===== config.mk =====
export PLATFORM = sky130hd
export DESIGN_NAME = per_top
export DESIGN_NICKNAME = d
export VERILOG_FILES = /design/src/per_pkg.sv /design/src/irq_pkg.sv /design/src/per_regs.sv /design/src/irq_sampler.sv /design/src/irq_pending.sv /design/src/irq_arbiter.sv /design/src/event_timer.sv /design/src/per_top.sv
export SDC_FILE = /design/constraint.sdc
export NUM_CORES = 1
export LEC_CHECK = 0
export BUFFER_PORTS_ARGS = -buffer_cell sky130_fd_sc_hd__buf_2
export CORE_AREA = 2 2 86 88
export DETAILED_ROUTE_END_ITERATION = 8
export DIE_AREA = 0 0 88 90
export PLACE_DENSITY_LB_ADDON = 0.12
export SLEW_MARGIN = 20
export SYNTH_ARGS = -nofsm -noshare
export SYNTH_HDL_FRONTEND = slang
export SYNTH_SLANG_ARGS = --single-unit

===== constraint.sdc =====
create_clock -name CLK -period 2.87 [get_ports CLK]
set_clock_uncertainty 0.15 [all_clocks]
set_input_delay 0.574 -clock CLK [delete_from_list [all_inputs] [get_ports CLK]]
set_output_delay 0.574 -clock CLK [all_outputs]
set_load 0.02 [all_outputs]

===== src/per_pkg.sv =====
// APB offsets are 5-bit byte addresses; only the 8 word-aligned offsets exist, the rest error
package per_pkg;

  localparam int addr_w = 5;
  localparam int data_w = 8;

  // Register offsets
  localparam int reg_pa   = 'h00;
  localparam int reg_pb   = 'h04;
  localparam int reg_mb   = 'h08;
  localparam int reg_mk   = 'h0C;
  localparam int reg_tm0  = 'h10;
  localparam int reg_tm1  = 'h14;
  localparam int reg_ctrl = 'h18;
  localparam int reg_pend = 'h1C;

  // Bit positions inside CTRL and MK
  localparam int ctrl_ie      = 0;
  localparam int ctrl_restart = 1;
  localparam int mk_int2_pol  = 5;

  // Timer reload and prescaler widths
  localparam int tm_w    = 12;
  localparam int presc_w = 3;

  typedef struct packed {
    logic              psel;
    logic              penable;
    logic              pwrite;
    logic [addr_w-1:0] paddr;
    logic [data_w-1:0] pwdata;
  } apb_req_t;

  typedef struct packed {
    logic [data_w-1:0] prdata;
    logic              pready;
    logic              pslverr;
  } apb_rsp_t;

endpackage


===== src/irq_pkg.sv =====
// Four sources only; index order is priority order with index 0 highest, no serial or soft vector
package irq_pkg;

  localparam int n_irq = 4;

  // Source indices
  localparam int irq_int0 = 0;
  localparam int irq_intt = 1;
  localparam int irq_int1 = 2;
  localparam int irq_int2 = 3;

  // Vector bytes presented with a request
  localparam int vec_w = 8;
  localparam logic [vec_w-1:0] vec_int0 = 8'h04;
  localparam logic [vec_w-1:0] vec_intt = 8'h08;
  localparam logic [vec_w-1:0] vec_int1 = 8'h10;
  localparam logic [vec_w-1:0] vec_int2 = 8'h20;

  // INT1/INT2 sampling, one tick every smp_div cycles
  localparam int smp_div   = 12;
  localparam int smp_cnt_w = $clog2(smp_div);
  localparam int flt_depth = 4;

  // Oldest sample in the MSB
  localparam logic [flt_depth-1:0] flt_pattern = 4'b0111;

  typedef logic [n_irq-1:0] irq_mask_t;

  typedef struct packed {
    logic             req;
    logic [vec_w-1:0] vector;
  } irq_req_t;

endpackage


===== src/per_regs.sv =====
// Zero-wait APB slave; writes land at the access-phase edge, read data is combinational from paddr
`timescale 1ns/1ps

module per_regs (
  input  logic                       CLK,
  input  logic                       reset,
  input  per_pkg::apb_req_t          apb_req,
  output per_pkg::apb_rsp_t          apb_rsp,
  input  logic [per_pkg::data_w-1:0] pb_in,
  output logic [per_pkg::data_w-1:0] pa_out,
  output logic [per_pkg::data_w-1:0] pb_out,
  output logic [per_pkg::data_w-1:0] pb_oe,
  input  irq_pkg::irq_mask_t         pending,
  output irq_pkg::irq_mask_t         enable,
  output logic                       int2_rise,
  output logic [per_pkg::tm_w-1:0]   tm_reload,
  output logic                       timer_restart,
  output irq_pkg::irq_mask_t         host_clear
);

  logic [per_pkg::data_w-1:0] pa_q;
  logic [per_pkg::data_w-1:0] pb_q;
  logic [per_pkg::data_w-1:0] mb_q;
  logic [per_pkg::data_w-1:0] mk_q;
  logic [per_pkg::tm_w-1:0]   tm_q;
  logic                       ie_q;
  logic                       access;
  logic                       wr;
  logic                       hit;
  logic [per_pkg::data_w-1:0] pb_rd;
  logic [per_pkg::data_w-1:0] rdata;

  assign access = apb_req.psel & apb_req.penable;
  assign wr     = access & apb_req.pwrite;

  ////////////////////////////////////////
  // Register writes

  always_ff @(posedge CLK) begin
    if (reset) begin
      pa_q <= '0;
      pb_q <= '0;
      mb_q <= '1;
      mk_q <= '1;
      tm_q <= '1;
      ie_q <= 1'b0;
    end else if (wr) begin
      case (apb_req.paddr)
        per_pkg::reg_pa:   pa_q <= apb_req.pwdata;
        per_pkg::reg_pb:   pb_q <= apb_req.pwdata;
        per_pkg::reg_mb:   mb_q <= apb_req.pwdata;
        per_pkg::reg_mk:   mk_q <= apb_req.pwdata;
        per_pkg::reg_tm0:  tm_q[per_pkg::data_w-1:0] <= apb_req.pwdata;
        per_pkg::reg_tm1:
          tm_q[per_pkg::tm_w-1:per_pkg::data_w] <=
            apb_req.pwdata[per_pkg::tm_w-per_pkg::data_w-1:0];
        per_pkg::reg_ctrl: ie_q <= apb_req.pwdata[per_pkg::ctrl_ie];
        default: ;
      endcase
    end
  end

  // MB bit set means input, so the pin wins there
  assign pb_rd = (pb_in & mb_q) | (pb_q & ~mb_q);

  ////////////////////////////////////////
  // Read mux and error decode

  always_comb begin
    rdata = '0;
    hit   = 1'b1;
    case (apb_req.paddr)
      per_pkg::reg_pa:   rdata = pa_q;
      per_pkg::reg_pb:   rdata = pb_rd;
      per_pkg::reg_mb:   rdata = mb_q;
      per_pkg::reg_mk:   rdata = mk_q;
      per_pkg::reg_tm0:  rdata = tm_q[per_pkg::data_w-1:0];
      per_pkg::reg_tm1:
        rdata[per_pkg::tm_w-per_pkg::data_w-1:0] = tm_q[per_pkg::tm_w-1:per_pkg::data_w];
      per_pkg::reg_ctrl: rdata[per_pkg::ctrl_ie] = ie_q;
      per_pkg::reg_pend: rdata[irq_pkg::n_irq-1:0] = pending;
      default:           hit = 1'b0;
    endcase
  end

  assign apb_rsp.prdata  = rdata;
  assign apb_rsp.pready  = 1'b1;
  assign apb_rsp.pslverr = access & ~hit;

  ////////////////////////////////////////
  // Outputs to the rest of the block

  assign pa_out = pa_q;
  assign pb_out = pb_q;
  assign pb_oe  = ~mb_q;

  // Set MK bit masks its source
  assign enable    = {irq_pkg::n_irq{ie_q}} & ~mk_q[irq_pkg::n_irq-1:0];
  assign int2_rise = mk_q[per_pkg::mk_int2_pol];
  assign tm_reload = tm_q;

  // Restart bit is write-only and self-clearing
  assign timer_restart = wr & (apb_req.paddr == per_pkg::reg_ctrl) &
                         apb_req.pwdata[per_pkg::ctrl_restart];

  assign host_clear = (wr && apb_req.paddr == per_pkg::reg_pend) ?
                      apb_req.pwdata[irq_pkg::n_irq-1:0] : '0;

  // Access phase only after a setup phase
  a_apb_setup : assert property (@(posedge CLK) disable iff (reset)
    $rose(apb_req.penable) |-> $past(apb_req.psel))
    else $error("penable rose without a setup phase");

endmodule


===== src/irq_sampler.sv =====
// INT1/INT2 need one low then three high samples at the /12 tick; INT0 is level-held, not filtered
`timescale 1ns/1ps

module irq_sampler (
  input  logic               CLK,
  input  logic               reset,
  input  logic               int0,
  input  logic               int1,
  input  logic               int2,
  input  logic               int2_rise,
  output irq_pkg::irq_mask_t set,
  output logic               int0_low
);

  logic [irq_pkg::smp_cnt_w-1:0] smp_cnt;
  logic                          tick;
  logic [irq_pkg::flt_depth-1:0] int1_sh;
  logic [irq_pkg::flt_depth-1:0] int2_sh;
  logic                          int2_lvl;
  logic                          int0_q;
  logic                          int0_d;

  assign tick = (smp_cnt == irq_pkg::smp_div - 1);

  // INT2 polarity, low when inverted
  assign int2_lvl = int2 ^ ~int2_rise;

  always_ff @(posedge CLK) begin
    if (reset) begin
      smp_cnt <= '0;
      int1_sh <= '0;
      int2_sh <= '0;
      int0_q  <= 1'b0;
      int0_d  <= 1'b0;
    end else begin
      int0_q <= int0;
      int0_d <= int0_q;
      if (tick) begin
        smp_cnt <= '0;
        int1_sh <= {int1_sh[irq_pkg::flt_depth-2:0], int1};
        int2_sh <= {int2_sh[irq_pkg::flt_depth-2:0], int2_lvl};
      end else begin
        smp_cnt <= smp_cnt + 1'b1;
      end
    end
  end

  // Pattern is checked on the tick, against samples already taken
  always_comb begin
    set = '0;
    set[irq_pkg::irq_int0] = int0_q & ~int0_d;
    set[irq_pkg::irq_int1] = tick & (int1_sh == irq_pkg::flt_pattern);
    set[irq_pkg::irq_int2] = tick & (int2_sh == irq_pkg::flt_pattern);
  end

  assign int0_low = ~int0_q;

endmodule


===== src/irq_pending.sv =====
// A set in the same cycle as any clear wins; INT0 pending drops as soon as INT0 reads low
`timescale 1ns/1ps

module irq_pending (
  input  logic               CLK,
  input  logic               reset,
  input  irq_pkg::irq_mask_t set,
  input  logic               int0_low,
  input  irq_pkg::irq_mask_t ack_clear,
  input  irq_pkg::irq_mask_t host_clear,
  output irq_pkg::irq_mask_t pending
);

  irq_pkg::irq_mask_t release_mask;
  irq_pkg::irq_mask_t clear;

  // INT0 is level style, released by the pin
  always_comb begin
    release_mask = '0;
    release_mask[irq_pkg::irq_int0] = int0_low;
  end

  assign clear = ack_clear | host_clear | release_mask;

  always_ff @(posedge CLK) begin
    if (reset) begin
      pending <= '0;
    end else begin
      pending <= (pending & ~clear) | set;
    end
  end

  // Arbiter may only acknowledge what is still pending here
  a_ack_pending : assert property (@(posedge CLK) disable iff (reset)
    (ack_clear & ~pending) == '0)
    else $error("acknowledge of a source that is not pending");

endmodule


===== src/irq_arbiter.sv =====
// Request is frozen until acknowledged, so a later higher-priority source waits its turn
`timescale 1ns/1ps

module irq_arbiter (
  input  logic               CLK,
  input  logic               reset,
  input  irq_pkg::irq_mask_t pending,
  input  irq_pkg::irq_mask_t enable,
  input  logic               irq_ack,
  output irq_pkg::irq_req_t  irq,
  output irq_pkg::irq_mask_t ack_clear
);

  irq_pkg::irq_mask_t             latched;
  irq_pkg::irq_mask_t             grant;
  logic [irq_pkg::vec_w-1:0]      vector;
  logic                           req;
  logic                           done;

  assign req  = |latched;
  assign done = req & irq_ack;

  always_ff @(posedge CLK) begin
    if (reset) begin
      latched <= '0;
    end else if (!req) begin
      latched <= pending & enable;
    end else if (done) begin
      latched <= '0;
    end
  end

  // Lowest index wins
  always_comb begin
    grant = '0;
    for (int i = irq_pkg::n_irq - 1; i >= 0; i--) begin
      if (latched[i]) begin
        grant    = '0;
        grant[i] = 1'b1;
      end
    end
  end

  always_comb begin
    vector = '0;
    case (1'b1)
      grant[irq_pkg::irq_int0]: vector = irq_pkg::vec_int0;
      grant[irq_pkg::irq_intt]: vector = irq_pkg::vec_intt;
      grant[irq_pkg::irq_int1]: vector = irq_pkg::vec_int1;
      grant[irq_pkg::irq_int2]: vector = irq_pkg::vec_int2;
      default: ;
    endcase
  end

  assign irq.req    = req;
  assign irq.vector = vector;
  assign ack_clear  = done ? grant : '0;

  // Request, grant and vector hold until the acknowledge
  a_req_hold : assert property (@(posedge CLK) disable iff (reset)
    req && !irq_ack |=> req && $stable(grant) && $stable(vector))
    else $error("request changed while waiting for acknowledge");

endmodule


===== src/event_timer.sv =====
// Counts CLK cycles directly through a /8 prescaler; no timer output pin, no flip-flop
`timescale 1ns/1ps

module event_timer (
  input  logic                     CLK,
  input  logic                     reset,
  input  logic [per_pkg::tm_w-1:0] tm_reload,
  input  logic                     restart,
  output logic                     underflow
);

  // Low presc_w bits act as the prescaler
  logic [per_pkg::tm_w+per_pkg::presc_w-1:0] count;
  logic [per_pkg::tm_w+per_pkg::presc_w-1:0] reload_val;

  assign reload_val = {tm_reload, {per_pkg::presc_w{1'b1}}};

  assign underflow = (count == '0);

  always_ff @(posedge CLK) begin
    if (reset) begin
      count <= '1;
    end else if (underflow | restart) begin
      count <= reload_val;
    end else begin
      count <= count - 1'b1;
    end
  end

  // Period is (reload + 1) * 8 cycles
  a_reload_form : assert property (@(posedge CLK) disable iff (reset)
    underflow |=> count == $past(reload_val))
    else $error("timer count did not reload after underflow");

endmodule


===== src/per_top.sv =====
// Interrupts leave through irq.req and irq_ack only; the host owns all registers through APB
`timescale 1ns/1ps

module per_top (
  input  logic                       CLK,
  input  logic                       reset,
  input  per_pkg::apb_req_t          apb_req,
  output per_pkg::apb_rsp_t          apb_rsp,
  input  logic [per_pkg::data_w-1:0] pb_in,
  output logic [per_pkg::data_w-1:0] pa_out,
  output logic [per_pkg::data_w-1:0] pb_out,
  output logic [per_pkg::data_w-1:0] pb_oe,
  input  logic                       int0,
  input  logic                       int1,
  input  logic                       int2,
  input  logic                       irq_ack,
  output irq_pkg::irq_req_t          irq
);

  irq_pkg::irq_mask_t         enable;
  irq_pkg::irq_mask_t         pending;
  irq_pkg::irq_mask_t         host_clear;
  irq_pkg::irq_mask_t         ack_clear;
  irq_pkg::irq_mask_t         smp_set;
  irq_pkg::irq_mask_t         set_mask;
  logic                       int2_rise;
  logic                       int0_low;
  logic                       timer_restart;
  logic                       underflow;
  logic [per_pkg::tm_w-1:0]   tm_reload;

  ////////////////////////////////////////
  // Register block and timer

  per_regs i_regs (
    .CLK           (CLK),
    .reset         (reset),
    .apb_req       (apb_req),
    .apb_rsp       (apb_rsp),
    .pb_in         (pb_in),
    .pa_out        (pa_out),
    .pb_out        (pb_out),
    .pb_oe         (pb_oe),
    .pending       (pending),
    .enable        (enable),
    .int2_rise     (int2_rise),
    .tm_reload     (tm_reload),
    .timer_restart (timer_restart),
    .host_clear    (host_clear)
  );

  event_timer i_timer (
    .CLK       (CLK),
    .reset     (reset),
    .tm_reload (tm_reload),
    .restart   (timer_restart),
    .underflow (underflow)
  );

  ////////////////////////////////////////
  // Interrupt path

  irq_sampler i_sampler (
    .CLK       (CLK),
    .reset     (reset),
    .int0      (int0),
    .int1      (int1),
    .int2      (int2),
    .int2_rise (int2_rise),
    .set       (smp_set),
    .int0_low  (int0_low)
  );

  // Timer underflow is the INTT set event
  assign set_mask = smp_set | (irq_pkg::irq_mask_t'(underflow) << irq_pkg::irq_intt);

  irq_pending i_pending (
    .CLK        (CLK),
    .reset      (reset),
    .set        (set_mask),
    .int0_low   (int0_low),
    .ack_clear  (ack_clear),
    .host_clear (host_clear),
    .pending    (pending)
  );

  irq_arbiter i_arbiter (
    .CLK       (CLK),
    .reset     (reset),
    .pending   (pending),
    .enable    (enable),
    .irq_ack   (irq_ack),
    .irq       (irq),
    .ack_clear (ack_clear)
  );

endmodule


==> results of run 1 <==
final cells by class:
class                           count  area [sq um]  area share
Sequential cell                    82          1640       0.356
Multi-Input combinational cell    343          2190       0.475
Clock buffer                       10           128      0.0277
Tap cell                           99           124      0.0269
Timing Repair Buffer               78           418      0.0906
Clock inverter                      5          56.3      0.0122
Inverter                           14          52.6      0.0114
final timing paths:
kind	endpoint	startpoint	depth (start not counted)	slack, ns
worst max-delay path	apb_rsp[3]	apb_req[10]	6	0.12
worst min register to register	i_pending.pending[0]	i_sampler.int0_d	1	0.28
worst max register to register	i_timer.count[13]	i_timer.count[7]	4	0.63
worst min-delay path	i_pending.pending[0]	i_sampler.int0_d	1	0.28
registers in the layout, summed over array words and instances, names as in the netlist, 8 cells and up:
signal and count:
i_regs.mb_q 8, i_regs.mk_q 8, i_regs.pa_out 8, i_regs.pb_out 8
i_regs.tm_reload 12, i_timer.count 15
logic make-up after synthesis:
kind of cell | Yosys count | synth area share
compound gates | 78 | 0.124
xor+xnor | 11 | 0.0237
fa+ha+maj | 3 | 0.00925
buf+inv | 48 | 0.0583
flops | 82 | 0.404
mux | 38 | 0.0968
other cells | 2 | 0.00185
simple gates | 208 | 0.281
cells in the mapped netlist (3+ instances only):
library cell / count / area share
sky130_fd_sc_hd__a211oi_1: 5 / 0.0092
sky130_fd_sc_hd__o21ai_0: 9 / 0.011
sky130_fd_sc_hd__ha_1: 3 / 0.0092
sky130_fd_sc_hd__o211ai_1: 11 / 0.020
sky130_fd_sc_hd__buf_2: 6 / 0.0074
sky130_fd_sc_hd__a21oi_1: 26 / 0.032
sky130_fd_sc_hd__nor3_1: 5 / 0.0062
sky130_fd_sc_hd__and3_1: 4 / 0.0062
sky130_fd_sc_hd__clkbuf_1: 14 / 0.013
sky130_fd_sc_hd__xor2_1: 8 / 0.017
sky130_fd_sc_hd__or3_1: 3 / 0.0046
sky130_fd_sc_hd__nor2b_1: 4 / 0.0062
sky130_fd_sc_hd__nor2_1: 46 / 0.043
sky130_fd_sc_hd__nor3b_1: 3 / 0.0055
sky130_fd_sc_hd__and4_1: 3 / 0.0065
sky130_fd_sc_hd__buf_4: 11 / 0.020
sky130_fd_sc_hd__nand4_1: 7 / 0.011
sky130_fd_sc_hd__nand3b_1: 12 / 0.022
sky130_fd_sc_hd__nor4bb_1: 3 / 0.0074
sky130_fd_sc_hd__nand3_1: 20 / 0.025
sky130_fd_sc_hd__dfxtp_1: 82 / 0.40
sky130_fd_sc_hd__nand2b_1: 12 / 0.018
sky130_fd_sc_hd__xnor2_1: 3 / 0.0065
sky130_fd_sc_hd__a22o_1: 3 / 0.0065
sky130_fd_sc_hd__nor3_2: 3 / 0.0074
sky130_fd_sc_hd__nand4b_1: 3 / 0.0065
sky130_fd_sc_hd__mux2i_1: 37 / 0.091
sky130_fd_sc_hd__a22oi_1: 6 / 0.011
sky130_fd_sc_hd__nand2_1: 61 / 0.056
sky130_fd_sc_hd__and3b_1: 3 / 0.0065
sky130_fd_sc_hd__inv_1: 14 / 0.013
worst max-delay path, cell delays in order:
cell                        delay, ns
sky130_fd_sc_hd__buf_2           0.32
sky130_fd_sc_hd__nand2b_1        0.25
sky130_fd_sc_hd__a21oi_1         0.09
sky130_fd_sc_hd__a2111oi_0       0.48
sky130_fd_sc_hd__a211oi_1        0.12
sky130_fd_sc_hd__buf_2           0.19
cells in the final DEF (no fill, tap or decap), types with 6 or more instances in the layout:
cell type	instances
sky130_fd_sc_hd__a21oi_1	26
sky130_fd_sc_hd__a22oi_1	6
sky130_fd_sc_hd__buf_2	67
sky130_fd_sc_hd__buf_4	11
sky130_fd_sc_hd__clkbuf_8	9
sky130_fd_sc_hd__dfxtp_1	82
sky130_fd_sc_hd__inv_1	14
sky130_fd_sc_hd__mux2i_1	37
sky130_fd_sc_hd__nand2_1	61
sky130_fd_sc_hd__nand2b_1	12
sky130_fd_sc_hd__nand3_1	20
sky130_fd_sc_hd__nand3b_1	12
sky130_fd_sc_hd__nand4_1	7
sky130_fd_sc_hd__nor2_1	46
sky130_fd_sc_hd__o211ai_1	11
sky130_fd_sc_hd__o21ai_0	9
sky130_fd_sc_hd__xor2_1	8
per-layer routing:
| layer | up-vias | routed length, microns | track usage |
|---|---|---|---|
| met5 | - | 0 | 0 |
| met4 | 0 | 176 | 0.0949 |
| met3 | 15 | 519 | 0.0404 |
| met2 | 109 | 4540 | 0.411 |
| met1 | 1692 | 4850 | 0.381 |
| li1 | 1753 | - | - |
report_power, final:
group          switching (mW)  internal [mW]  leakage [nW]
sequential            0.00958           1.15         0.664
clock                   0.417          0.396        0.0921
combinational           0.117         0.0640          1.14
==> reports/results.txt, run 1 <==
During synthesis, Yosys emitted a total of 0 warnings. Setup repair after global routing left no endpoint under its margin. At the worst endpoint, the required time is 2.15 ns. The first global-routing pass estimated 16900 microns of wire. Buffers inserted during clock tree synthesis total 9. The worst setup path is launched from an input port. The run finished with clean final reports. For this block, the routed nets add up to 10100 microns of wire. Clock-pin slew was measured on the worst setup and hold paths at 0.08 ns. For the number of distinct standard cells referenced by the synthesized netlist, the log shows 59.

For the peak clock frequency supported by timing, the log shows 363 MHz. The type of the worst min-delay path is reg2reg. The detailed router finished its first iteration with 188 violations.

The layout has 603 filler cells. The run gives 0 ns as the total negative setup slack. For this run, the detailed router's first-pass iteration total came to 4.

The slew of the pin with the lowest slew margin was 0.720 ns. The worst setup path is captured at an output port. The HPWL after detailed placement is 7210 microns. The routed wire length per instance works out to 16.0 microns. The starting utilization of the core area is 0.578, and the post-cts gate resize count is 0.

The headroom to the max-slew limit was 0.516; the areal power density over the cells was 467 nW/um^2. Initial antenna violation count: 0. Along the worst path, the maximum fanout reaches 21.

The run gives 3 as the H-tree depth. The horizontal extent of the die came out at 88 microns. The worst setup path is of the in2out kind. Number of enable flip-flop cells after synthesis: 0. The final number of max-transition violations is 0. Clock period minus final worst setup slack: 2.75 ns.

TritonCTS built the clock tree. Once layout is complete, the cells apart from fillers number 631. The run gives 0.35 ns as the clock insertion delay at the later pin of the skew report. The root buffer cell chosen for the clock tree is sky130_fd_sc_hd__clkbuf_8. The final design utilization is 0.657, and the via density per instance is 5.66.

Summed over all layers, the global routing overflow is 0. The logs give 7920 sq um for the die area and 0 for the total of hold buffers inserted after clock tree synthesis. The number of global-route vias before repair was 3419; the worst slack at placement was 0.161 ns. The placeable core region is 7020 sq um, and the placed cell area is 4430 sq um.

The total power draw came out at 2.15 mW. The floorplan has 31 rows. Hold is met by 0.282 ns. After routing the design area is 4610 sq um. The logs give 2.03 ns for the signal arrival time at the worst endpoint and 0 for the post-CTS setup-driven buffer insertion count. The run gives 73 as the number of I/O pins.

Across the VDD grid, the largest voltage drop is 339 uV. Summing every instance area after synthesis gives 4060 sq um. The number of violations of the max-capacitance limit is 0. Synthesis inferred 82 register bits. The total global-route track usage is 0.268.

The antenna diode count was 0. The count of nets after finishing was 561. The post-synthesis average cell area works out to 8.64 sq um.

In this run the vertical extent of the chip is 90 microns. The synthesis-to-finish area growth is 13.6%, and the number of endpoints failing setup at the final stage is 0. The logs give 1.89 nW for the reported leakage power and 0.894 for the final weighted congestion of routability-driven global placement.

The worst path meets setup with 0.115 ns of slack. The tools report the cell total after placement as 616. Once detail routing completed, the nets flagged for antenna violations numbered 0. The longest clock path from root to sink contains 2 buffers.

Among all flip-flop cells after synthesis, the most frequent one is sky130_fd_sc_hd__dfxtp_1. The final hold violation count came out at 0. The count of input and output buffers is 67. The instance count of the mapped netlist was 470. The ratio of cells with drive above 1 in the final layout came out at 0.195. For this run, design rule violations remaining after detail routing come to 0.

Vias after detailed routing: 3569. Clock sink count: 82. The fraction of registers with async set/reset came out at 0.

The post-route fraction of the period consumed by the critical path came out at 0.960. The fraction of the yosys area taken by sequential cells is 0.404. Entering global routing, the biggest net connects 34 pins.
Note: power is estimated with default switching activity, not from simulation.
==> inputs of run 2 (changes only) <==
Settings changed: GPL_TIMING_DRIVEN from default to 0.
==> reports/results.txt, run 2 (synthesized netlist as in run 1, its figures left out) <==
For the reported leakage power, the log shows 1.96 nW (was 1.89 nW). The clock sink count came out at 82 (unchanged). Headroom to the max-slew limit: 0.423 (was 0.516). The cell depth of the worst min-delay path came out at 2 (was 1). The tools report the number of I/O pins as 73 (unchanged). The synthesis-to-finish area growth is 17.0% (was 13.6%). The endpoint class of the critical path was an output port (unchanged). The logs give 3723 (was 3569) for the vias after detailed routing and 0 (unchanged) for the final global-route overflow total. The type of the worst min-delay path is in2reg (was reg2reg). The ratio of cells with drive above 1 in the final layout works out to 0.203 (was 0.195).

The start-to-end type of the worst setup path was in2out (unchanged). The flow ran to the end, and the final reports show no timing, DRC or antenna violations. The commonest non-fill, non-tap cell in the layout was sky130_fd_sc_hd__dfxtp_1 (unchanged). The logs give 0 (unchanged) for the post-CTS setup-driven buffer insertion count and 300 uV (was 339 uV) for the worst vdd rail ir drop.

The clock-pin slew of the registers on the worst-case setup and hold paths works out to 0.09 ns (was 0.08 ns). Ordered cell list for the critical path: buf_2 > clkbuf_4 > clkbuf_4 > nand3b_1 > a21oi_1 > a2111oi_1 > a211oi_1 > buf_2 (was buf_2 > nand2b_1 > a21oi_1 > a2111oi_0 > a211oi_1 > buf_2). The logs give 5 (was 4) for the number of search-and-repair iterations in the first detailed-routing pass and 0.578 (unchanged) for the starting utilization of the core area. The run gives 3 (unchanged) as the H-tree depth. The number of global-route vias before repair was 3607 (was 3419); the post-route fraction of the period consumed by the critical path was 0.971 (was 0.960). For the wire length of the first global-routing pass, the log shows 17800 microns (was 16900 microns). The logs give 0 (unchanged) for the final hold violation count and 0.867 (was 0.894) for the final weighted congestion of routability-driven global placement.

The clock period minus final worst setup slack came out at 2.79 ns (was 2.75 ns). The total number of placement rows came out at 31 (unchanged). The register cell area after layout came out at 1640 sq um (unchanged). Number of violations of the max-capacitance limit: 0 (unchanged).

For the final number of max-transition violations, the log shows 0 (unchanged). The logs give 0 (unchanged) for the antenna diode count and 0 (unchanged) for the number of nets with antenna violations after routing. The logs give 2.06 ns (was 2.03 ns) for the signal arrival time at the worst endpoint and 0 (unchanged) for the initial antenna violation count. Commonest cells after routing, fill and taps aside: 82 x sky130_fd_sc_hd__dfxtp_1, 67 x sky130_fd_sc_hd__buf_2, 61 x sky130_fd_sc_hd__nand2_1 (unchanged). The tools report the count of nets after finishing as 580 (was 561). The placeable core region came out at 7020 sq um (unchanged). Register name with the most flops: i_timer.count (unchanged).

The tools report the hold slack as 0.270 ns (was 0.282 ns). Setup repair after global routing left no endpoint under its margin. Post-DP HPWL: 7890 microns (was 7210 microns).

The slowest cell on the critical path was sky130_fd_sc_hd__a211oi_1 (was sky130_fd_sc_hd__a2111oi_0). The count of input and output buffers came out at 64 (was 67). For the number of buffers inserted during clock tree synthesis, the log shows 9 (unchanged). The vertical extent of the die was 90 microns (unchanged). For the number of endpoints failing setup at the final stage, the log shows 0 (unchanged). The wire length reported by the detailed router was 10900 microns (was 10100 microns). Element type at the critical path start: an input port (unchanged).

The pin count of the biggest net entering global routing was 14 (was 34); the depth of the most critical reg-to-reg path was 7 (was 4). The largest fanout on the critical path was 10 (was 21). Post-detailed-route DRC marker count: 0 (unchanged). The flip-flop count of the largest register, all copies and words added works out to 15 (unchanged). The areal power density over the cells came out at 482 nW/um^2 (was 467 nW/um^2).

The critical path required time was 2.15 ns (about the same). For the clock tree buffer depth, the log shows 2 (unchanged). The total global-route track usage is 0.289 (was 0.268).

The via density per instance is 5.72 (was 5.66), and the slew of the pin with the lowest slew margin is 0.860 ns (was 0.720 ns). The count of filler cells inserted in the layout is 623 (was 603). The horizontal extent of the die works out to 88 microns (unchanged).

Clock insertion delay at the later pin of the skew report: 0.36 ns (was 0.35 ns). The peak clock frequency supported by timing came out at 359 MHz (was 363 MHz). The die area is 7920 sq um (unchanged), and the final design utilization is 0.677 (was 0.657).

The delay of the slowest critical-path stage came out at 0.29 ns (was 0.48 ns). TritonCTS built the clock tree. The library cell used as clock root buffer is sky130_fd_sc_hd__clkbuf_8 (unchanged). The area of the multi-input gates was 2200 sq um (was 2190 sq um).

The routed wire length per instance is 16.8 microns (was 16.0 microns), and the initial detailed-routing violation count is 245 (was 188).
run 2: cell count changes in the layout (fill, tap and decap cells not counted):
| cell | change |
|---|---|
| sky130_fd_sc_hd__clkbuf_4 | +4 |
| sky130_fd_sc_hd__a221oi_2 | +1 |
| sky130_fd_sc_hd__clkbuf_1 | +11 |
| sky130_fd_sc_hd__a221oi_1 | -1 |
| sky130_fd_sc_hd__a2111oi_1 | +1 |
| sky130_fd_sc_hd__clkbuf_8 | +1 |
| sky130_fd_sc_hd__clkbuf_2 | +1 |
| sky130_fd_sc_hd__bufinv_16 | +1 |
| sky130_fd_sc_hd__a2111oi_0 | -1 |
| sky130_fd_sc_hd__buf_1 | +2 |
| sky130_fd_sc_hd__buf_6 | +1 |
| sky130_fd_sc_hd__clkinv_4 | -1 |
run 2: critical path, delay by kind of cell:
kind                   cells  cell delay [ns]
AO/OA/AOI/OAI              3             0.60
AND/OR/NAND/NOR            1             0.17
buffers and inverters      4             0.71
run 2: power by group:
part	internal, mW	total [mW]	switching [mW]
registers	1.15	1.16	0.0101
clock network	0.511	0.934	0.423
logic	0.0717	0.199	0.127
total	1.73	2.29	0.560
run 2: worst paths after layout:
check | startpoint | to | slack (ns)
worst min register to register | i_sampler.int0_d | i_pending.pending[0] | 0.28
worst min-delay path | int0 | i_sampler.int0_q | 0.27
worst max register to register | i_timer.count[0] | i_timer.count[8] | 0.70
worst max-delay path | apb_req[11] | apb_rsp[3] | 0.08
run 2: metal layers:
layer / wire length, microns / global-route usage / share of wire
met5: 0 / 0 / 0
met4: 230 / 0.113 / 0.021
met3: 701 / 0.0432 / 0.064
met2: 5090 / 0.463 / 0.47
met1: 4920 / 0.387 / 0.45
run 2: what timing repair did:
action / 4_1_cts / 5_1_grt
endpoints found under the setup margin: 3 / 4
hold buffers: 0 / 0
hold endpoints to repair: 0 / 0
pin swaps: 0 / 0
gates resized for setup: 1 / 9
run 2: stage by stage:
step	instance area, sq um	power [mW]	setup WS, ns	TNS, ns	cells
2_1_floorplan	4070	1.30	0.254	0	473
3_3_place_gp	4510	1.37	-0.0194	-0.0310	636
3_5_place_dp	4510	1.38	-0.0634	-0.0930	636
4_1_cts	4730	2.29	0.0251	0	652
5_1_grt	4750	2.37	0.00312	0	651
6_report	4750	2.29	0.0822	0	651
run 2: layout make-up:
| cell class | instances | area share |
|---|---|---|
| Timing Repair Buffer | 64 | 0.0674 |
| Buffer | 33 | 0.0406 |
| Tap cell | 99 | 0.0261 |
| Sequential cell | 82 | 0.346 |
| Clock inverter | 5 | 0.0163 |
| Multi-Input combinational cell | 343 | 0.463 |
| Inverter | 14 | 0.0111 |
| Clock buffer | 11 | 0.0298 |
